File: src/source/cache_config.svh
`ifndef CACHE_CONFIG_SVH
`define CACHE_CONFIG_SVH

// bus widths, shared by processor and memory side
`define CACHE_ADDR_WIDTH     64   // byte address
`define CACHE_BEAT_WIDTH     64   // one data beat
`define CACHE_BUS_TAG_WIDTH  13   // request tag

// geometry of the direct-mapped array
`define CACHE_SETS           32
`define CACHE_INDEX_BITS     5    // log2 of set count
`define CACHE_OFFSET_BITS    6    // 64-byte line
`define CACHE_BEATS          8    // beats per line

// derived sizes
`define CACHE_LINE_WIDTH     (`CACHE_BEAT_WIDTH * `CACHE_BEATS)
`define CACHE_SET_TAG_WIDTH  (`CACHE_ADDR_WIDTH - `CACHE_INDEX_BITS - `CACHE_OFFSET_BITS)

`endif
File: src/source/cache_pkg.sv
`include "cache_config.svh"

package cache_pkg;

	typedef logic [`CACHE_ADDR_WIDTH-1:0]    addr_t;      // byte address
	typedef logic [`CACHE_BEAT_WIDTH-1:0]    beat_t;      // one bus beat
	typedef logic [`CACHE_LINE_WIDTH-1:0]    line_t;      // whole cache line
	typedef logic [`CACHE_BUS_TAG_WIDTH-1:0] bus_tag_t;   // request tag
	typedef logic [`CACHE_INDEX_BITS-1:0]    set_index_t;
	typedef logic [`CACHE_SET_TAG_WIDTH-1:0] set_tag_t;   // upper address bits kept per set

	// counts beats 0..7 on both buses
	typedef logic [$clog2(`CACHE_BEATS)-1:0] beat_ptr_t;

	// controller states, in walk order
	typedef enum logic [2:0] {
		idle,          // waiting for p_bus_reqcyc
		ack_proc,      // reqack pulse to processor
		lookup,        // tag compare on captured address
		mem_req,       // m_bus_reqcyc up until acked
		mem_receive,   // collect 8 beats from memory
		update,        // write the filled line into the store
		respond,       // load line buffer from the store
		resp_wait      // present beats until each is acked
	} cache_state_t;

endpackage

File: src/source/line_buffer.sv
`timescale 1ns/100ps
`include "cache_config.svh"

module line_buffer import cache_pkg::*; (
	input  logic      clk,
	input  line_t     stored_line,       // line read from cache_store
	input  logic      load_stored,       // take the whole line
	input  logic      fill_beat_valid,   // take one memory beat
	input  beat_t     fill_beat,
	input  beat_ptr_t beat_ptr,          // slot for fill and for output
	output line_t     line,
	output beat_t     beat
);

	beat_t slots [`CACHE_BEATS];   // slot 0 holds the lowest addressed beat

	// load whole line or one slot; load wins, they never overlap anyway
	always_ff @(posedge clk) begin
		if (load_stored) begin
			for (int i = 0; i < `CACHE_BEATS; i++)
				slots[i] <= stored_line[i*`CACHE_BEAT_WIDTH +: `CACHE_BEAT_WIDTH];
		end else if (fill_beat_valid) begin
			slots[beat_ptr] <= fill_beat;
		end
	end

	// pack slots back into a line for the store fill
	always_comb begin
		for (int i = 0; i < `CACHE_BEATS; i++)
			line[i*`CACHE_BEAT_WIDTH +: `CACHE_BEAT_WIDTH] = slots[i];
	end

	assign beat = slots[beat_ptr];   // held while the pointer holds

endmodule

File: config.mk
export PLATFORM = sky130hd
export DESIGN_NAME = line_buffer
export DESIGN_NICKNAME = d
export VERILOG_FILES = /design/src/source/cache_pkg.sv /design/src/source/line_buffer.sv
export VERILOG_INCLUDE_DIRS = /design/src /design/src/source
export SDC_FILE = /design/constraint.sdc
export NUM_CORES = 1
export LEC_CHECK = 0
export BUFFER_PORTS_ARGS = -buffer_cell sky130_fd_sc_hd__buf_2
export CELL_PAD_IN_SITES_DETAIL_PLACEMENT = 1
export CELL_PAD_IN_SITES_GLOBAL_PLACEMENT = 1
export CORE_AREA = 2 2 449 451
export DETAILED_ROUTE_END_ITERATION = 10
export DIE_AREA = 0 0 451 453
export GPL_TIMING_DRIVEN = 0
export PLACE_DENSITY = 0.38
export SLEW_MARGIN = 10
export SYNTH_ARGS = -nofsm -noshare
export SYNTH_HDL_FRONTEND = slang
export SYNTH_SLANG_ARGS = --single-unit
File: constraint.sdc
create_clock -name clk -period 3.6 [get_ports clk]
set_clock_uncertainty 0.05 [all_clocks]
set_input_delay 0.72 -clock clk [delete_from_list [all_inputs] [get_ports clk]]
set_output_delay 0.72 -clock clk [all_outputs]
set_load 0.005 [all_outputs]
# After elaboration in Yosys (flattened, before gate mapping)
# Memories as Yosys holds them, arrays and structs flattened.
# Cells that the tools add are included.
[totals]
in_bits = 582
wordCells = 10
ramBits = 512
register_bits = 0
n_memories = 1
[memory_table]
columns = ["name", "depth", "width", "rd", "rd_ports_with_merged_regs", "write_ports", "line_no", "source"]
rows = [
  ["slots", 8, 64, 9, 0, 8, "line_buffer.sv:15", "beat_t slots [`CACHE_BEATS];"],
]
[op_classes]
reduce_logical = 1
n_mux = 8
[op_table]
columns = ["operator", "count"]
rows = [
  ["2-to-1 mux 64 bit", 1],
  ["OR reduction 64 bit", 1],
  ["2-to-1 mux 1 bit", 6],
  ["2-to-1 mux 3 bit", 1],
]

# Longest topological paths before layout
# Gate-level depths: netlist (run 1).
[depth]
ltp_word = 5
mapped_depth = 6

# Worst setup path after synthesis (run 1)
# Ideal clock, no wire load.
[synth_path]
path_kind = "input port to flip-flop"
startpoint = "in beat_ptr[0]"
endpoint = "mem slots[2][0] (netlist bit) (enable)"
arrival_time_ns = 3.040
path_buffers = 4
stages = 6
required_ns = 3.117
path_slack_ns = 0.078
setup_ns = 0.433
cell_sequence = "buf_2 -> buf_4 -> nand3b_1 -> buf_2 -> buf_6 -> nand2b_1"
[synth_lines]
columns = ["element", "line_no", "source"]
rows = [
  ["from (decl)", "line_buffer.sv:10", "input beat_ptr_t beat_ptr,"],
  ["to (decl)", "line_buffer.sv:15", ""],
]

# Worst setup path in the final report (run 1)
[layout_path]
startpoint = "in beat_ptr[2]"
endpoint = "out beat[53]"
[layout_via]
elab_chain_len = 1
[layout_lines]
columns = ["element", "line_no", "source"]
rows = [
  ["memory (8 x 64 bit)", "-", ""],
  ["to (decl)", "line_buffer.sv:12", "output beat_t beat"],
]
# Every way passes these cells.

==> flow_summary.json, run 1 <==
{
  "cts_inserted_buffers": 72,
  "synth_edf_count": 512,
  "setup_ws_ns": 0.0835,
  "powerDensity_nw_per_um2": 479,
  "rsz0062_at_grt": "false",
  "p_comb_share_pct": 16.5,
  "cpPeakStageDelay_ns": 0.54,
  "critical_path_required_ns": 2.83,
  "slew_viol_final": 0,
  "grt_pass1_wl_um": 223000,
  "synth_most_common_cell": "mux2_2",
  "hold_viol_final": 0,
  "track_usage_pct": 16.6,
  "min_to": "slots[1][62]",
  "wirelength_um": 177000,
  "synth_top_cell_area_share_pct": 60.3,
  "largest_reg_flops": 512,
  "syn_nets": 1910,
  "ys_warn_count": 0,
  "fin_nets": 3156,
  "drive_above_1_share_pct": 78.1,
  "path_max_fanout": 11,
  "instances_no_fill": 5313,
  "regMostFlops": "slots",
  "cts.clk_slew.worst_paths_ns": 0.06,
  "port_buffers": 1156,
  "endpoint_kind": "primary output",
  "top_regs": "slots (512)",
  "gp_congestion": 0.831,
  "synth_area_leaders": "edfxtp_1 (60%), mux2_2 (25%), mux4_2 (11%), buf_2 (1.0%), mux2_1 (0.80%)",
  "dp.cells": 5156,
  "crit_slowest_cell": "buf_2",
  "power.leakage_nw": 14.4,
  "synth.avg_cell_area_um2": 19.2,
  "cp_common_cell": "buf_2",
  "setup_viol": 0,
  "hp-class": "in2reg",
  "cts_tree": "yes",
  "remaining_drc_errors": 0,
  "max_slew_margin_pct": 38.7,
  "grt_max_degree": 34,
  "fin_crit_ns": 3.52,
  "ys_async_sr_fraction_pct": 0,
  "cts-root-buf": "clkbuf_16",
  "holdPathStages": 2,
  "seq_area_frac_synth_pct": 60.3,
  "routedWlPerCell_um": 33.3,
  "num_rows": 164,
  "clock_path_buffers": 3,
  "preCtsSetupSlack_ns": -0.570,
  "hold-worst-slack_ns": 0.275,
  "post-dp-hpwl_um": 140000,
  "die_x_um": 451,
  "worst_pin_slew_ns": 0.920,
  "clock.fmax_mhz": 284,
  "crit_type": "in2out",
  "io_pins": 1158,
  "pwr-share-seq_pct": 42.5,
  "antenna_left": 0,
  "drv_cap": 0,
  "swShare_pct": 28.4,
  "p_int_mw": 12.8,
  "areaGrowthSynthToFinish_pct": 46.9,
  "post_synth_most_frequent_cells": "mux2_2 (558), edfxtp_1 (512), mux4_2 (128)",
  "cp_cell_sequence": "buf_2 -> buf_4 -> buf_2 -> mux4_2 -> mux2_2 -> buf_2",
  "synth_cell_types": 18,
  "ys.flop_type": "edfxtp_1",
  "grt_remaining_overflow": 0,
  "cts_max_level": 3,
  "clkPwrFrac_pct": 41.0,
  "n_fill_cell": 22427,
  "antenna_found_initial": 89,
  "min_period_over_period_pct": 97.7,
  "dr.pass1.iters": 5,
  "startpoint_type": "primary input",
  "netlist_instances": 1328,
  "core_um2": 199000,
  "arrival_ns": 2.75,
  "post_cts_buffers": 0,
  "die-area_um2": 204000,
  "synth-seq-cells": 512,
  "status": "complete, no violations",
  "peakVddDrop_mv": 0.264,
  "via_per_inst": 3.70,
  "place_area_um2": 35000,
  "fin_setup_tns_ns": 0,
  "final_cell_area_um2": 37400,
  "p_switching_mw": 5.09,
  "first_iter_violations": 1418,
  "yosys.area.top_type": "edfxtp_1",
  "first_global_vias": 20507,
  "cp-startpoint": "beat_ptr[2]",
  "cts_num_sinks": 512,
  "die_height_um": 453,
  "initial_core_util_pct": 12.8,
  "syn_area_um2": 25500,
  "hold_start": "stored_line[126]",
  "vias": 19659
}
[cells by family (layout without fill, tap and decap cells)]
logic type             Yosys count  count (layout)  share of synthesized area (%)
buffers and inverters           92            1391                           2.33
DFF                            512             512                           60.3
muxes                          704             704                           36.8
other                            0              30                              0
and+or+nand+nor                 20              20                          0.550
[layout make-up]
cell class / count / area, um2 / share of cell area [%]
diodes: 30 / 75.1 / 0.201
plain buffers: 92 / 634 / 1.69
clock buffers: 93 / 1900 / 5.08
clock inverters: 34 / 377 / 1.01
multi-input cells: 724 / 9550 / 25.5
flip-flops and latches: 512 / 15400 / 41.1
well taps: 2656 / 3320 / 8.88
repair buffers: 1172 / 6200 / 16.6
[worst max path at each step]
| stage | end | cells after the start | slack, ns |
|---|---|---|---|
| after detailed placement | slots[7][32] | 7 | -0.57 |
| after global routing | beat[34] | 5 | 0.007 |
| after CTS | beat[34] | 5 | 0.03 |
| final | beat[53] | 6 | 0.08 |
| after floorplan | slots[2][0] | 6 | 0.08 |
| after global placement | slots[4][32] | 6 | -4.18 |
[critical path, delay by kind of cell]
| family | cells | cell delay, ns |
|---|---|---|
| buffers and inverters | 4 | 1.22 |
| multiplexers | 2 | 0.76 |
[power groups by stage]
stage          Clock, mW  Combinational, mW  Sequential (mW)
2_1_floorplan          0               1.00             7.61
5_1_grt             7.75               3.12             7.66
4_1_cts             7.58               3.04             7.61
3_5_place_dp           0               3.02             7.73
6_report            7.35               2.95             7.62
3_3_place_gp           0               2.95             7.78
[per-stage QoR]
| step | total power, mW | util (%) |
|---|---|---|
| final | 17.9 | 18.8 |
| after global routing | 18.5 | 18.8 |
| after CTS | 18.2 | 18.8 |
| after detailed placement | 10.8 | 17.6 |
| after global placement | 10.7 | 17.4 |
| after floorplan | 8.61 | - |
[what timing repair did]
action	CTS	global route
hold buffers	0	0
gates resized for setup	13	0
endpoints found under the setup margin	64	0
[layout by cell type (no fill, tap or decap), types with 2 or more instances in the layout]
master	n
buf_2	1203
mux2_2	558
edfxtp_1	512
mux4_2	128
clkbuf_16	73
diode_2	30
buf_4	24
clkbuf_1	20
mux2_1	18
buf_6	15
clkinv_1	14
buf_16	14
clkinv_2	7
bufinv_16	7
nand2b_4	4
or2_4	4
clkdlybuf4s15_2	3
inv_6	3
nand2_1	2
nor2_1	2
nor3b_1	2
nand3b_1	2
buf_1	2
clkinv_8	2
[routing by layer]
layer	global-route usage, %	vias to the layer above	part of all wire (%)
li1	-	8048	-
met4	3.26	70	2.0
met1	19.9	10409	40
met2	29.2	893	50
met5	0	-	0.25
met3	5.17	239	7.2
Note: power is estimated with default switching activity, not from simulation.
==> run 2: changes to the inputs <==
RECOVER_POWER = 50   (was not set)
TNS_END_PERCENT = 30   (was not set)
==> run 2 against run 1 <==
- the flow now finishes with violations (max-capacitance violations, max-slew violations)
- final cell count hardly changed
- maximum frequency increased by 0.12%
- core utilization down 0.33 points
- critical endpoint is now slots[2][29]
==> flow_summary.json, run 2 (same netlist as run 1, synthesis figures left out) <==
{
  "violations": "max-capacitance violations, max-slew violations",
  "cts_num_sinks": 512,
  "grt_pass1_wl_um": 223000,
  "clkPwrFrac_pct": 41.3,
  "clock_path_buffers": 3,
  "routedWlPerCell_um": 33.4,
  "cts.clk_slew.worst_paths_ns": 0.06,
  "cts_max_level": 3,
  "layout_common_cells": "buf_2 (733), mux2_2 (549), edfxtp_1 (512)",
  "swShare_pct": 28.7,
  "port_buffers": 1156,
  "hp-class": "in2reg",
  "grt_remaining_overflow": 0,
  "core_um2": 199000,
  "max_slew_margin_pct": -24.4,
  "crit_type": "in2reg",
  "io_pins": 1158,
  "post-dp-hpwl_um": 140000,
  "antenna_found_initial": 88,
  "preCtsSetupSlack_ns": -0.570,
  "hold_viol_final": 0,
  "fin_crit_ns": 3.51,
  "gp_congestion": 0.831,
  "top_regs": "slots (512)",
  "path_delay_family": "buffers and inverters",
  "grt_max_degree": 34,
  "power.leakage_nw": 13.1,
  "status": "finished with violations",
  "endpoint_kind": "flop",
  "cts_inserted_buffers": 72,
  "crit_slowest_cell": "clkbuf_1",
  "die-area_um2": 204000,
  "p_switching_mw": 5.10,
  "hold-worst-slack_ns": 0.274,
  "die_x_um": 451,
  "clock.fmax_mhz": 285,
  "peakVddDrop_mv": 0.263,
  "setup_ws_ns": 0.0877,
  "remaining_drc_errors": 0,
  "drive_above_1_share_pct": 59.3,
  "fin_setup_tns_ns": 0,
  "critical_path_required_ns": 3.89,
  "track_usage_pct": 16.6,
  "die_height_um": 453,
  "slew_viol_final": 11,
  "final_common_cell": "buf_2",
  "wirelength_um": 177000,
  "hold_start": "stored_line[16]",
  "powerDensity_nw_per_um2": 484,
  "crit_buf_inv": 5,
  "worst_pin_slew_ns": 1.87,
  "num_rows": 164,
  "pwr-share-seq_pct": 42.9,
  "areaGrowthSynthToFinish_pct": 44.3,
  "arrival_ns": 3.80,
  "fin_nets": 3156,
  "vias": 19544,
  "drv_cap": 1,
  "via_per_inst": 3.68,
  "initial_core_util_pct": 12.8,
  "cts-root-buf": "clkbuf_16",
  "antenna_left": 0,
  "setup_viol": 0,
  "startpoint_type": "primary input",
  "largest_reg_flops": 512,
  "total_power_mw": 17.8,
  "holdPathStages": 2,
  "cp_cell_sequence": "buf_2 -> buf_4 -> nand3b_1 -> clkbuf_1 -> buf_6 -> nand2b_4 -> buf_16",
  "cpPeakStageDelay_ns": 1.34,
  "path_max_fanout": 32,
  "p_comb_share_pct": 15.9,
  "utilization_pct": 18.5,
  "dr.pass1.iters": 5,
  "min_to": "slots[0][16]",
  "rsz0062_at_grt": "false",
  "min_period_over_period_pct": 97.6,
  "first_global_vias": 20507,
  "first_iter_violations": 1418,
  "regMostFlops": "slots",
  "p_int_mw": 12.7,
  "cts_tree": "yes"
}
## run 2: stage by stage
step	instance area, um2	std cells
final	36800	5310
after global routing	36700	5294
after CTS	37400	5283
after detailed placement	35000	5156
after global placement	34600	5140
after floorplan	25500	1328
## run 2: layer usage
layer | part of all wire (%) | up-vias | wire length (um) | global-route usage (%)
met1 | 40 | 10301 | 71200 | 19.9
met5 | 0.25 | - | 435 | 0
met3 | 7.3 | 247 | 12800 | 5.17
met4 | 2.1 | 70 | 3750 | 3.26
li1 | - | 8044 | - | -
met2 | 50 | 882 | 88800 | 29.2
## run 2: cell type report
cell class                      count  area (um2)
Antenna cell                       27        67.6
Tap cell                         2656        3320
Clock inverter                     34         377
Buffer                             92         572
Fill cell                       22569      162000
Multi-Input combinational cell    724        9530
Sequential cell                   512       15400
Timing Repair Buffer             1172        5630
Clock buffer                       93        1900
## run 2: what timing repair did
| action | CTS | global route |
|---|---|---|
| setup buffers | 0 | 0 |
| hold buffers | 0 | 0 |
| setup endpoints to repair | 64 | 0 |
| resized for setup | 13 | 0 |
## run 2: power by group through the flow
stage	combinational (mW)	sequential [mW]	clock (mW)
2_1_floorplan	1.00	7.61	0
3_3_place_gp	2.95	7.78	0
3_5_place_dp	3.02	7.73	0
4_1_cts	3.04	7.61	7.58
5_1_grt	3.00	7.68	7.75
6_report	2.82	7.63	7.35
## run 2: worst max path at each step
| stage | from | to | slack, ns | cells after the start |
|---|---|---|---|---|
| 6_report | beat_ptr[0] | slots[2][29] | 0.09 | 7 |
| 5_1_grt | beat_ptr[0] | beat[34] | 0.007 | 5 |
| 4_1_cts | beat_ptr[0] | beat[34] | 0.03 | 5 |
| 3_5_place_dp | load_stored | slots[7][32] | -0.57 | 7 |
| 3_3_place_gp | load_stored | slots[4][32] | -4.18 | 6 |
| 2_1_floorplan | beat_ptr[0] | slots[2][0] | 0.08 | 6 |
