### src/source/cache_config.svh
`ifndef CACHE_CONFIG_SVH
`define CACHE_CONFIG_SVH

// bus widths, shared by processor and memory side
`define CACHE_ADDR_WIDTH     64   // byte address
`define CACHE_BEAT_WIDTH     64   // one data beat
`define CACHE_BUS_TAG_WIDTH  13   // request tag

// geometry of the direct-mapped array
`define CACHE_SETS           32
`define CACHE_INDEX_BITS     5    // log2 of set count
`define CACHE_OFFSET_BITS    6    // 64-byte line
`define CACHE_BEATS          8    // beats per line

// derived sizes
`define CACHE_LINE_WIDTH     (`CACHE_BEAT_WIDTH * `CACHE_BEATS)
`define CACHE_SET_TAG_WIDTH  (`CACHE_ADDR_WIDTH - `CACHE_INDEX_BITS - `CACHE_OFFSET_BITS)

`endif
### src/source/cache_pkg.sv
`include "cache_config.svh"

package cache_pkg;

	typedef logic [`CACHE_ADDR_WIDTH-1:0]    addr_t;      // byte address
	typedef logic [`CACHE_BEAT_WIDTH-1:0]    beat_t;      // one bus beat
	typedef logic [`CACHE_LINE_WIDTH-1:0]    line_t;      // whole cache line
	typedef logic [`CACHE_BUS_TAG_WIDTH-1:0] bus_tag_t;   // request tag
	typedef logic [`CACHE_INDEX_BITS-1:0]    set_index_t;
	typedef logic [`CACHE_SET_TAG_WIDTH-1:0] set_tag_t;   // upper address bits kept per set

	// counts beats 0..7 on both buses
	typedef logic [$clog2(`CACHE_BEATS)-1:0] beat_ptr_t;

	// controller states, in walk order
	typedef enum logic [2:0] {
		idle,          // waiting for p_bus_reqcyc
		ack_proc,      // reqack pulse to processor
		lookup,        // tag compare on captured address
		mem_req,       // m_bus_reqcyc up until acked
		mem_receive,   // collect 8 beats from memory
		update,        // write the filled line into the store
		respond,       // load line buffer from the store
		resp_wait      // present beats until each is acked
	} cache_state_t;

endpackage

### src/source/cache_control.sv
`timescale 1ns/100ps
`include "cache_config.svh"

module cache_control import cache_pkg::*; (
	input  logic         clk,
	input  logic         reset,

	// processor side
	input  logic         p_bus_reqcyc,
	input  addr_t        p_bus_req,
	input  bus_tag_t     p_bus_reqtag,
	output logic         p_bus_reqack,
	output logic         p_bus_respcyc,
	input  logic         p_bus_respack,
	output bus_tag_t     p_bus_resptag,

	// memory side
	output logic         m_bus_reqcyc,
	input  logic         m_bus_reqack,
	output addr_t        m_bus_req,
	output bus_tag_t     m_bus_reqtag,
	input  logic         m_bus_respcyc,
	output logic         m_bus_respack,

	// to and from the datapath
	input  logic         hit,
	output set_index_t   set_index,
	output set_tag_t     set_tag,
	output logic         fill_write,
	output logic         load_stored,
	output logic         fill_beat_valid,
	output beat_ptr_t    beat_ptr
);

	cache_state_t state;
	cache_state_t next_state;

	addr_t    req_addr;    // address captured on accept
	bus_tag_t req_tag;     // tag captured on accept

	logic accept;          // request taken this cycle
	logic last_beat;       // counter sits on beat 7
	logic beat_step;       // a beat moved on either bus

	assign accept    = (state == idle) && p_bus_reqcyc;
	assign last_beat = (beat_ptr == beat_ptr_t'(`CACHE_BEATS - 1));

	// memory beats are taken the same cycle they show up
	assign m_bus_respack   = (state == mem_receive) && m_bus_respcyc;
	assign fill_beat_valid = m_bus_respack;   // line buffer takes the beat on this edge

	assign beat_step = m_bus_respack || (p_bus_respcyc && p_bus_respack);

	// state register and beat counter
	always_ff @(posedge clk) begin
		if (reset) begin
			state    <= idle;
			beat_ptr <= '0;
		end else begin
			state <= next_state;
			if (state == ack_proc)
				beat_ptr <= '0;               // fresh count per request
			else if (beat_step)
				beat_ptr <= beat_ptr + 1'b1;  // wraps to 0 after beat 7
		end
	end

	// request capture, payload only
	always_ff @(posedge clk) begin
		if (accept) begin
			req_addr <= p_bus_req;
			req_tag  <= p_bus_reqtag;
		end
	end

	// next state
	always_comb begin
		next_state = state;
		case (state)
			idle: begin
				if (p_bus_reqcyc)
					next_state = ack_proc;
			end
			ack_proc:
				next_state = lookup;
			lookup: begin
				if (hit)
					next_state = respond;   // line already here
				else
					next_state = mem_req;
			end
			mem_req: begin
				if (m_bus_reqack)
					next_state = mem_receive;
			end
			mem_receive: begin
				// leave after the eighth accepted beat
				if (m_bus_respcyc && last_beat)
					next_state = update;
			end
			update:
				next_state = respond;
			respond:
				next_state = resp_wait;
			resp_wait: begin
				if (p_bus_respack && last_beat)
					next_state = idle;
			end
			default:
				next_state = idle;
		endcase
	end

	// processor handshake
	assign p_bus_reqack  = (state == ack_proc);    // single cycle by construction
	assign p_bus_respcyc = (state == resp_wait);
	assign p_bus_resptag = req_tag;

	// memory request is always for the whole line
	assign m_bus_reqcyc = (state == mem_req);
	assign m_bus_req    = {req_addr[`CACHE_ADDR_WIDTH-1:`CACHE_OFFSET_BITS],
		{`CACHE_OFFSET_BITS{1'b0}}};
	assign m_bus_reqtag = req_tag;

	// split of the captured address
	assign set_index = req_addr[`CACHE_OFFSET_BITS +: `CACHE_INDEX_BITS];
	assign set_tag   = req_addr[`CACHE_ADDR_WIDTH-1 -: `CACHE_SET_TAG_WIDTH];

	// datapath strobes
	assign fill_write  = (state == update);
	// store is read again after a fill, so both paths reload here
	assign load_stored = (state == respond);

endmodule

### config.mk
export PLATFORM = sky130hd
export DESIGN_NAME = cache_control
export DESIGN_NICKNAME = d
export VERILOG_FILES = /design/src/source/cache_pkg.sv /design/src/source/cache_control.sv
export VERILOG_INCLUDE_DIRS = /design/src /design/src/source
export SDC_FILE = /design/constraint.sdc
export NUM_CORES = 1
export LEC_CHECK = 0
export BUFFER_PORTS_ARGS = -buffer_cell sky130_fd_sc_hd__buf_2
export CAP_MARGIN = 20
export CORE_AREA = 3 3 93 95
export DETAILED_ROUTE_END_ITERATION = 8
export DIE_AREA = 0 0 96 98
export PLACE_DENSITY = 0.85
export SLEW_MARGIN = 40
export SYNTH_ARGS = -nofsm -noshare
export SYNTH_HDL_FRONTEND = slang
export SYNTH_SLANG_ARGS = --single-unit
### constraint.sdc
create_clock -name clk -period 6.8 [get_ports clk]
set_input_delay 1.02 -clock clk [delete_from_list [all_inputs] [get_ports clk]]
set_output_delay 1.02 -clock clk [all_outputs]
set_load 0.02 [all_outputs]
# [Word level (Yosys, flattened, before mapping)]
# Cells that the tools add are included.
[totals] latchBits=0 input_bits=84 romBits=0 ramBits=0 word_cells=32 mem_count=0 register_bits=83 out_inout_bits=158
[classes] n_div=0 reduce_logical=9 n_mux=6 order_cmp=0 add_sub_neg=1 eq_ne=12 n_bitwise=0 n_mul=0 shift=0
[ops] cell="one-hot mux 3 bit (8 select lines)" n=1
[ops] cell="== test 3 bit (second input constant)" n=5
[ops] cell="two-way mux 3 bit" n=5
[ops] cell="== test 3 x 2 -> 1 bit (second input constant)" n=2
[ops] cell="!= test 2 x 1 -> 1 bit (second input constant)" n=3
[ops] cell="logical AND 1 bit" n=5
[ops] cell="AND reduction 4 bit" n=1
[ops] cell="adder 3 x 1 -> 3 bit (second input constant)" n=1
[ops] cell="== test 3 x 1 -> 1 bit (second input constant)" n=1
[ops] cell="logical NOT 3 bit" n=1
[ops] cell="!= test 2 bit (second input constant)" n=1
[ops] cell="OR reduction 2 bit" n=1
[ops] cell="logical OR 1 bit" n=1

# [Longest topological paths before layout]
# Gate-level depths: netlist of run 1.
[logic_depth] depth_word=4 ltp_mapped=5 ltp_nobuf=5

# [Worst setup path before layout of run 1]
# Ideal clock, no wire load.
[synth_timing] kind="input to register" start="input p_bus_reqcyc" end="register req_tag[0], in the netlist m_bus_reqtag[0], enable pin" setup_ns=0.436 path_buffers=0 setup_slack_ns=3.552 path_stages=2 arrival_ns=2.812 required_time_ns=6.364 path_cell_list="and2b_1 > and2_1"
[synth_between] elab_chain_cells=1
[synth_rtl] item="start, declared" line_no="cache_control.sv:9" source="input logic p_bus_reqcyc,"
[synth_rtl] item="logical AND 1 bit" line_no="cache_control.sv:45" source="assign accept = (state == idle) && p_bus_reqcyc;"
[synth_rtl] item="via accept" line_no="cache_control.sv:41" source="logic accept;"
[synth_rtl] item="end signal, assigned" line_no="cache_control.sv:72" source="req_tag <= p_bus_reqtag;"
[synth_rtl] item="end, declared" line_no="cache_control.sv:39" source="bus_tag_t req_tag;"
# The timed path passes the listed nets, and every way through them passes these cells.
# A chain may end at the register's enable or synchronous reset.

# [Worst setup path after layout of run 1]
[layout_timing] start="input m_bus_respcyc" end="output m_bus_respack"
[layout_between] elab_chain_cells=1
[layout_rtl] item="start, declared" line_no="cache_control.sv:22" source="input logic m_bus_respcyc,"
[layout_rtl] item="logical AND 1 bit" line_no="cache_control.sv:49" source="assign m_bus_respack = (state == mem_receive) && m_bus_respcyc;"
[layout_rtl] item="end, declared" line_no="cache_control.sv:23" source="output logic m_bus_respack,"
# Every way passes these cells.

==> results of run 1 <==
## through the flow
stage	setup slack (ns)	cells	total power, mW	cell area (um2)	utilization (%)
after global placement	3.97	453	0.883	3830	49.1
final	4.12	469	1.21	4020	51.5
after detailed placement	3.93	453	0.890	3830	49.1
after CTS	4.12	469	1.22	4020	51.5
after floorplan	3.55	202	0.833	3160	-
after global routing	4.04	469	1.27	4020	51.5
## state kept, by name, indices dropped and copies added, names as in the netlist
| signal | count |
|---|---|
| beat_ptr | 3 |
| m_bus_reqtag | 13 |
| req_addr | 58 |
| state | 3 |
## layer usage
metal  GRT usage [%]  vias to the layer above  wire length (um)
li1                -                      943                 -
met1            15.5                      938              2500
met2            27.8                      121              4070
met3            6.63                       15               840
met4            4.92                        0               126
met5               0                        -                 0
## cell type report
| class | instances | share of cell area [%] |
|---|---|---|
| Tap cell | 102 | 3.17 |
| Clock buffer | 10 | 3.17 |
| Sequential cell | 77 | 56.0 |
| Multi-Input combinational cell | 43 | 7.34 |
| Timing Repair Buffer | 230 | 28.7 |
| Inverter | 1 | 0.0933 |
| Clock inverter | 6 | 1.59 |
## path summary, 6_finish.rpt
path / endpoint / slack, ns / cells after the start
setup / recovery: m_bus_respack / 4.12 / 4
hold / removal: beat_ptr[2] / 0.49 / 2
setup reg to reg: req_addr[16] / 4.74 / 3
hold reg to reg: beat_ptr[2] / 0.49 / 2
## placed cells by master (no fill, tap or decap), types with 2 or more instances in the layout
| cell | n |
|---|---|
| a21oi_1 | 4 |
| buf_2 | 229 |
| nand3_1 | 4 |
| clkbuf_8 | 9 |
| nor2_1 | 3 |
| ha_1 | 2 |
| dfxtp_1 | 6 |
| clkinv_2 | 2 |
| nand2_1 | 3 |
| conb_1 | 6 |
| edfxtp_1 | 71 |
| o21ai_0 | 2 |
| clkinvlp_4 | 2 |
## cells by family (layout without fill, tap and decap cells)
family	Yosys count	after routing	synth area share (%)
compound gates	12	12	2.47
fa+ha+maj	2	2	0.795
buf+inv	82	247	19.7
flops	77	77	71.6
mux	1	1	0.358
other cells	1	6	0.119
simple gates	22	22	4.97
## worst min-delay path, stage by stage, from the launching register on
cell and delay, ns:
dfxtp_1 0.33, nand3_1 0.07, a21oi_1 0.06
## power by group
group | switching [mW] | internal (mW)
Clock | 0.162 | 0.169
Sequential | 0.0285 | 0.580
Combinational | 0.185 | 0.0813
Total | 0.376 | 0.830
==> flow_metrics.tcl, run 1 <==
set metrics [dict create \
    synth_edf_count 71 \
    clock_sinks 77 \
    synth.top_cell.area_share_pct 67.8 \
    final_hold_viol_count 0 \
    powerDensity_nw_per_um2 300 \
    core-area_um2 7810 \
    clkTransAtPathRegs_ns 0.07 \
    nFillCells 688 \
    grt_pass1_wl_mm 10.8 \
    yosysTopAreaCell "edfxtp_1" \
    cts_buffers 9 \
    grt-ovfl-total 0 \
    nets 448 \
    power.leakage_nw 1.86 \
    syn_area_um2 3150 \
    yosysWarningCount 0 \
    routedWlPerCell_um 16.1 \
    dpl.hpwl_mm 6.08 \
    drtAntennaViolNets 0 \
    hp-class "reg2reg" \
    ir_worst_vdd_mv 0.136 \
    synth.most_common_cell "buf_4" \
    synthTopCellsByCount "buf_4, edfxtp_1, dfxtp_1, a21oi_1, nand3_1" \
    report.final.slew_viol_count 0 \
    ys.flop_type "edfxtp_1" \
    dr.pass1.iters 4 \
    rsz0062_at_grt "no" \
    synth_area_leaders "edfxtp_1, buf_4, dfxtp_1, ha_1, buf_6" \
    critPathKind "in2out" \
    start_util_pct 40.3 \
    ys_seq_area_share_pct 71.6 \
    status "completed" \
    fin_crit_ns 2.68 \
    crit_fanout 5 \
    whs_ns 0.495 \
    setup_tns_ns 0 \
    slowest_delay_ns 0.23 \
    synthCells 197 \
    grt_max_degree 37 \
    path_delay_family "buffers and inverters" \
    min_from "beat_ptr[2]" \
    drt_iter0_drc 52 \
    clockBufferDepth 2 \
    clock_skew_ns 0.00863 \
    ys_ff_latch 77 \
    crit_chain "buf_2 > nand4bb_1 > inv_2 > buf_2" \
    crit_path_frequent_cell "buf_2" \
    via_count 2017 \
    multi_input_area_um2 295 \
    path_buf_inv 3 \
    setup_violations 0 \
    synth_cell_types 31 \
    io_pins 242 \
    cts_resized 0 \
    ctsHoldBuffers 0 \
    place_congestion 0.705 \
    clkLatencyLatePin_ns 0.34 \
    via_per_inst 4.30 \
    drv_cap 0 \
    rows 32 \
    crit_path_start_kind "input port" \
    first_global_vias 1987 \
    area.growth.synth_to_final_pct 27.9 \
    synthArstFlopShare_pct 0 \
    critPathArrivalTime_ns 1.66 \
    post_cts_buffers 0 \
    fmax_mhz 373 \
    diodes 0 \
    die_h_um 98 \
    seqCellArea_um2 2250 \
    dieArea_um2 9410 \
    drive_gt1_share_pct 68.9 \
    antenna_found_initial 0 \
    cts_tree "built" \
    drc_errors 0 \
    track_usage_pct 15.4 \
    io_buffers 229 \
    startpoint "m_bus_respcyc" \
    wirelength_mm 7.54 \
    syn_area_per_cell_um2 16.0 \
    htreeDepth 3 \
    fin_crit_sh_pct 39.5 \
    end_kind "output pin" \
    cp.required_ns 5.78 \
    critPathSlowestCell "nand4bb_1" \
    die_w_um 96 \
    clk_root_buffer_cell "clkbuf_8" \
    r2r_start "state[2]" \
]
No activity file was read; power rests on OpenSTA's default activity.
==> run 2: changes to the inputs <==
--- a/config.mk
+++ b/config.mk
@@ -6,12 +6,13 @@
 export SDC_FILE = /design/constraint.sdc
 export NUM_CORES = 1
 export LEC_CHECK = 0
+export ABC_AREA = 1
 export BUFFER_PORTS_ARGS = -buffer_cell sky130_fd_sc_hd__buf_2
 export CAP_MARGIN = 20
-export CORE_AREA = 3 3 93 95
+export CORE_MARGIN = 3
+export CORE_UTILIZATION = 36
 export DETAILED_ROUTE_END_ITERATION = 8
-export DIE_AREA = 0 0 96 98
-export PLACE_DENSITY = 0.85
+export PLACE_DENSITY = 0.83
 export SLEW_MARGIN = 40
 export SYNTH_ARGS = -nofsm -noshare
 export SYNTH_HDL_FRONTEND = slang
==> constraint.sdc (replaced) <==
create_clock -name clk -period 2.2 [get_ports clk]
set_input_delay 0.33 -clock clk [delete_from_list [all_inputs] [get_ports clk]]
set_output_delay 0.33 -clock clk [all_outputs]
set_load 0.02 [all_outputs]
==> run 2 against run 1 <==
Compared with the run above: synthesized cell count up 11%; clock skew about the same; area after synthesis down 0.16%; register-to-register slack worse by 4.0 ns; wire length about the same; worst hold slack worse by 0.33 ns; flip-flop and latch count unchanged; largest cell class unchanged.
==> flow_metrics.tcl, run 2 <==
set metrics [dict create \
    cts_buffers 9 \
    synthArstFlopShare_pct 0 \
    largest-register "req_addr" \
    crit_fanout 10 \
    synth.top_cell.area_share_pct 67.9 \
    crit_path_start_kind "register" \
    layout_common_cells "buf_2, edfxtp_1, inv_1" \
    largest_reg_flops 58 \
    antenna_found_initial 1 \
    critPathSlowestCell "dfxtp_1" \
    fin_crit_sh_pct 75.6 \
    slowest_delay_ns 0.57 \
    die_w_um 99.4 \
    grt-ovfl-total 0 \
    report.final.slew_viol_count 0 \
    critPathArrivalTime_ns 1.33 \
    r2r_cells 2 \
    diodes 0 \
    nFillCells 753 \
    min_from "p_bus_req[55]" \
    hp-class "in2reg" \
    fin_crit_ns 1.66 \
    drc_errors 0 \
    power.leakage_nw 1.97 \
    post_cts_buffers 0 \
    place_ws_ns 0.639 \
    setup_tns_ns 0 \
    final.setup.worst_slack_ns 0.538 \
    fmax_mhz 602 \
    final_area_um2 4060 \
    final_common_cell "buf_2" \
    holdPathStages 1 \
    ys_seq_area_share_pct 71.7 \
    ys_ff_latch 77 \
    synth_cell_types 18 \
    finalPower_mw 5.41 \
    worstHoldEndpoint "req_addr[55]" \
    setup_violations 0 \
    io_buffers 229 \
    synth_area_leaders "edfxtp_1, buf_4, dfxtp_1, inv_1, nand2_1" \
    core-area_um2 8340 \
    rows 33 \
    clk_root_buffer_cell "clkbuf_8" \
    ys.flop_type "edfxtp_1" \
    via_per_inst 4.26 \
    drv_cap 0 \
    r2r_start "state[2]" \
    start_util_pct 37.7 \
    die_h_um 99.4 \
    synthTopCellsByCount "buf_4, edfxtp_1, inv_1, nand2_1, nor2_1" \
    synth.most_common_cell "buf_4" \
    place_area_um2 3870 \
    nets 472 \
    cp.required_ns 1.87 \
    syn_area_per_cell_um2 14.4 \
    clkLatencyLatePin_ns 0.33 \
    dpl.hpwl_mm 6.05 \
    place_congestion 0.846 \
    cts_resized 0 \
    synth_edf_count 71 \
    io_pins 242 \
    track_usage_pct 14.3 \
    routedWlPerCell_um 15.2 \
    cts_tree "built" \
    final_hold_viol_count 0 \
    yosysWarningCount 0 \
    end_kind "output pin" \
    dr.pass1.iters 6 \
    crit_chain "nand3_1 > inv_1 > buf_2" \
    clock_sinks 77 \
    synthCells 218 \
    grt_max_degree 37 \
    syn_area_um2 3140 \
    status "completed" \
    wirelength_mm 7.55 \
    drt_iter0_drc 42 \
    path_delay_family "flip-flops" \
    ctsHoldBuffers 0 \
    yosysTopAreaCell "edfxtp_1" \
    via_count 2107 \
    clkTransAtPathRegs_ns 0.08 \
    clockBufferDepth 2 \
    rrSetupSlack_ns 0.71 \
    area.growth.synth_to_final_pct 29.3 \
    dieArea_um2 9880 \
    critPathKind "reg2out" \
    htreeDepth 3 \
    ir_worst_vdd_mv 0.505 \
    rsz0062_at_grt "no" \
    first_global_vias 2030 \
    drive_gt1_share_pct 65.4 \
    r2r_end "m_bus_reqtag[4]" \
    powerDensity_nw_per_um2 1330 \
    grt_pass1_wl_mm 10.9 \
    path_buf_inv 2 \
    cp.depth 3 \
    clock_skew_ns 0.00892 \
    drtAntennaViolNets 0 \
]
[run 2: logic make-up after synthesis]
kind of cell | synth area share, %
AO/OA/AOI/OAI | 1.47
other | 0.119
AND/OR/NAND/NOR | 5.10
flip-flops | 71.7
buffers and inverters | 20.8
adder cells (fa/ha/maj) | 0.797
[run 2: cell type report]
class	instances	area (um2)	area share [%]
Inverter	15	56.3	1.39
Clock inverter	6	65.1	1.60
Multi-Input combinational cell	52	269	6.63
Clock buffer	9	124	3.05
Tap cell	105	131	3.24
Timing Repair Buffer	231	1160	28.6
Sequential cell	77	2250	55.5
[run 2: worst max path at each step]
stage	to	start
2_1_floorplan	m_bus_reqtag[0]	state[2]
3_3_place_gp	m_bus_reqtag[9]	p_bus_reqcyc
3_5_place_dp	req_addr[61]	p_bus_reqcyc
4_1_cts	m_bus_reqcyc	state[0]
5_1_grt	m_bus_reqcyc	state[0]
6_report	p_bus_respcyc	state[0]
[run 2: stage by stage]
stage	cells	hold WS [ns]	util [%]
after floorplan	223	0.429	-
after global placement	480	0.508	46.4
after detailed placement	480	0.508	46.4
after CTS	495	0.137	48.7
after global routing	495	0.131	48.7
final	495	0.163	48.7
[run 2: worst reg2reg max path, delay by kind of cell, from the launching register on]
| kind | cells | cell delay [ns] |
|---|---|---|
| buffers and inverters | 1 | 0.44 |
| and+or+nand+nor | 1 | 0.30 |
| DFF | 1 | 0.37 |
[run 2: routing by layer]
metal  up-vias  part of all wire, %  track usage, %
li1        986                    -               -
met4         2                  1.1            3.57
met3        10                   11            5.82
met5         -                 0.15               0
met1       983                   34            15.3
met2       126                   54            26.1
[run 2: where the power goes]
| group | total, mW | internal [mW] | switching (mW) |
|---|---|---|---|
| logic | 2.06 | 0.583 | 1.48 |
| registers | 2.33 | 2.11 | 0.226 |
| clock network | 1.02 | 0.518 | 0.504 |
| total | 5.41 | 3.21 | 2.21 |
==> run 3: changes to the inputs <==
--- a/config.mk
+++ b/config.mk
@@ -6,13 +6,13 @@
 export SDC_FILE = /design/constraint.sdc
 export NUM_CORES = 1
 export LEC_CHECK = 0
-export ABC_AREA = 1
+export ABC_AREA = 0
 export BUFFER_PORTS_ARGS = -buffer_cell sky130_fd_sc_hd__buf_2
 export CAP_MARGIN = 20
 export CORE_MARGIN = 3
-export CORE_UTILIZATION = 36
+export CORE_UTILIZATION = 40
 export DETAILED_ROUTE_END_ITERATION = 8
-export PLACE_DENSITY = 0.83
+export PLACE_DENSITY = 0.87
 export SLEW_MARGIN = 40
 export SYNTH_ARGS = -nofsm -noshare
 export SYNTH_HDL_FRONTEND = slang
==> constraint.sdc (replaced) <==
create_clock -name clk -period 1.6 [get_ports clk]
set_input_delay 0.24 -clock clk [delete_from_list [all_inputs] [get_ports clk]]
set_output_delay 0.24 -clock clk [all_outputs]
set_load 0.02 [all_outputs]
==> run 3 against run 2 <==
Compared with the run above: sequential share of layout area decreased by 0.64 points; critical path depth did not move; via count decreased by 3.0%; sequential power grew 11%; final cell count down 5.5%; critical path type unchanged; critical endpoint is now m_bus_respack; largest cell class unchanged.
==> flow_metrics.tcl, run 3 (synthesis gave the netlist of run 1 again) <==
set metrics [dict create \
    setup_tns_ns 0 \
    wirelength_mm 7.42 \
    first_global_vias 1902 \
    cts_tree "built" \
    start_util_pct 42.2 \
    post_cts_buffers 0 \
    htreeDepth 3 \
    slowest_delay_ns 0.40 \
    clkLatencyLatePin_ns 0.34 \
    via_count 2043 \
    clockBufferDepth 2 \
    drv_cap 0 \
    grt.busiest_layer "met2" \
    nets 450 \
    drtAntennaViolNets 0 \
    drive_gt1_share_pct 70.5 \
    dieArea_um2 8960 \
    final_area_um2 4120 \
    fmax_mhz 660 \
    critPathArrivalTime_ns 1.27 \
    power.leakage_nw 1.90 \
    critPathKind "reg2out" \
    r2r_cells 5 \
    grt_pass1_wl_mm 9.96 \
    hp-class "in2reg" \
    rrSetupSlack_ns 0.19 \
    io_pins 242 \
    dpl.hpwl_mm 5.99 \
    fin_crit_ns 1.51 \
    crit_path_end "m_bus_respack" \
    r2r_start "beat_ptr[0]" \
    min_from "p_bus_reqtag[7]" \
    place_area_um2 3870 \
    drc_errors 0 \
    crit_chain "nand4bb_4 > inv_2 > buf_2" \
    antenna_found_initial 0 \
    routedWlPerCell_um 15.8 \
    final_common_cell "buf_2" \
    area.growth.synth_to_final_pct 30.9 \
    layout_common_cells "buf_2, edfxtp_1, clkbuf_8" \
    status "completed" \
    dr.pass1.iters 4 \
    clkTransAtPathRegs_ns 0.09 \
    use_met2_pct 26.8 \
    crit_path_start_kind "register" \
    use_met1_pct 15.4 \
    diodes 0 \
    r2r_end "state[0]" \
    track_usage_pct 15.3 \
    place_congestion 0.775 \
    end_kind "output pin" \
    crit_fanout 12 \
    cts_buffers 9 \
    nFillCells 632 \
    cp.required_ns 1.36 \
    dp_cells 452 \
    use_met3_pct 6.06 \
    rsz0062_at_grt "no" \
    report.final.slew_viol_count 0 \
    final_hold_viol_count 0 \
    critPathSlowestCell "dfxtp_4" \
    drt_iter0_drc 51 \
    clock_sinks 77 \
    ir_worst_vdd_mv 0.513 \
    via_per_inst 4.37 \
    powerDensity_nw_per_um2 1300 \
    startpoint "state[1]" \
    grt_max_degree 39 \
    clock_skew_ns 0.0110 \
    die_h_um 94.7 \
    setup_violations 0 \
    io_buffers 229 \
    core-area_um2 7450 \
    grt-ovfl-total 0 \
    fin_crit_sh_pct 94.6 \
    clk_root_buffer_cell "clkbuf_8" \
    largest-register "req_addr" \
    rows 31 \
    instances_no_fill 468 \
    largest_reg_flops 58 \
    die_w_um 94.7 \
]
[run 3: how the worst min path moves through the flow]
stage / to / slack (ns) / depth (start not counted)
after floorplan: state[2] / 0.31 / 1
after global placement: req_addr[53] / 0.42 / 1
after detailed placement: m_bus_reqtag[7] / 0.42 / 1
after CTS: req_addr[19] / 0.05 / 1
after global routing: req_addr[39] / 0.04 / 1
final: m_bus_reqtag[7] / 0.06 / 1
[run 3: what timing repair did]
item	in CTS	in global routing
pin swaps	0	0
setup endpoints to repair	5	2
endpoints found under the hold margin	0	0
resized for setup	5	1
hold buffers	0	0
[run 3: worst max-delay path, delay by kind of cell (launching register included)]
family	cells	cell delay (ns)
and+or+nand+nor	1	0.27
DFF	1	0.40
buffers and inverters	2	0.27
[run 3: power breakdown]
| part | switching (mW) | internal, mW | leakage, nW | total, mW |
|---|---|---|---|---|
| Clock | 0.709 | 0.895 | 0.105 | 1.60 |
| Combinational | 0.793 | 0.383 | 1.07 | 1.18 |
| Sequential | 0.123 | 2.47 | 0.721 | 2.59 |
| Total | 1.62 | 3.74 | 1.90 | 5.37 |
[run 3: area by class of cell]
type,instances,area (um2),area share (%)
clock buffer,10,128,3.10
clock inverter,6,95.1,2.31
inverter,1,3.75,0.0912
multi-input combinational,43,314,7.63
sequential,77,2260,54.9
tap,99,124,3.01
timing repair buffer,232,1190,29.0
[run 3: metal layers]
layer  wire [um]  part of all wire (%)
met5           0                     0
met4         167                   2.3
met3         761                    10
met2        3950                    53
met1        2540                    34
[run 3: per-stage QoR]
step | worst slack [ns] | util, % | power [mW] | hold slack, ns
3_3_place_gp | 0.260 | 52.0 | 3.79 | 0.417
3_5_place_dp | 0.226 | 52.0 | 3.82 | 0.418
5_1_grt | 0.0184 | 55.3 | 5.61 | 0.0384
4_1_cts | 0.0471 | 55.2 | 5.43 | 0.0460
6_report | 0.0858 | 55.3 | 5.37 | 0.0645
2_1_floorplan | 0.0352 | - | 3.53 | 0.312
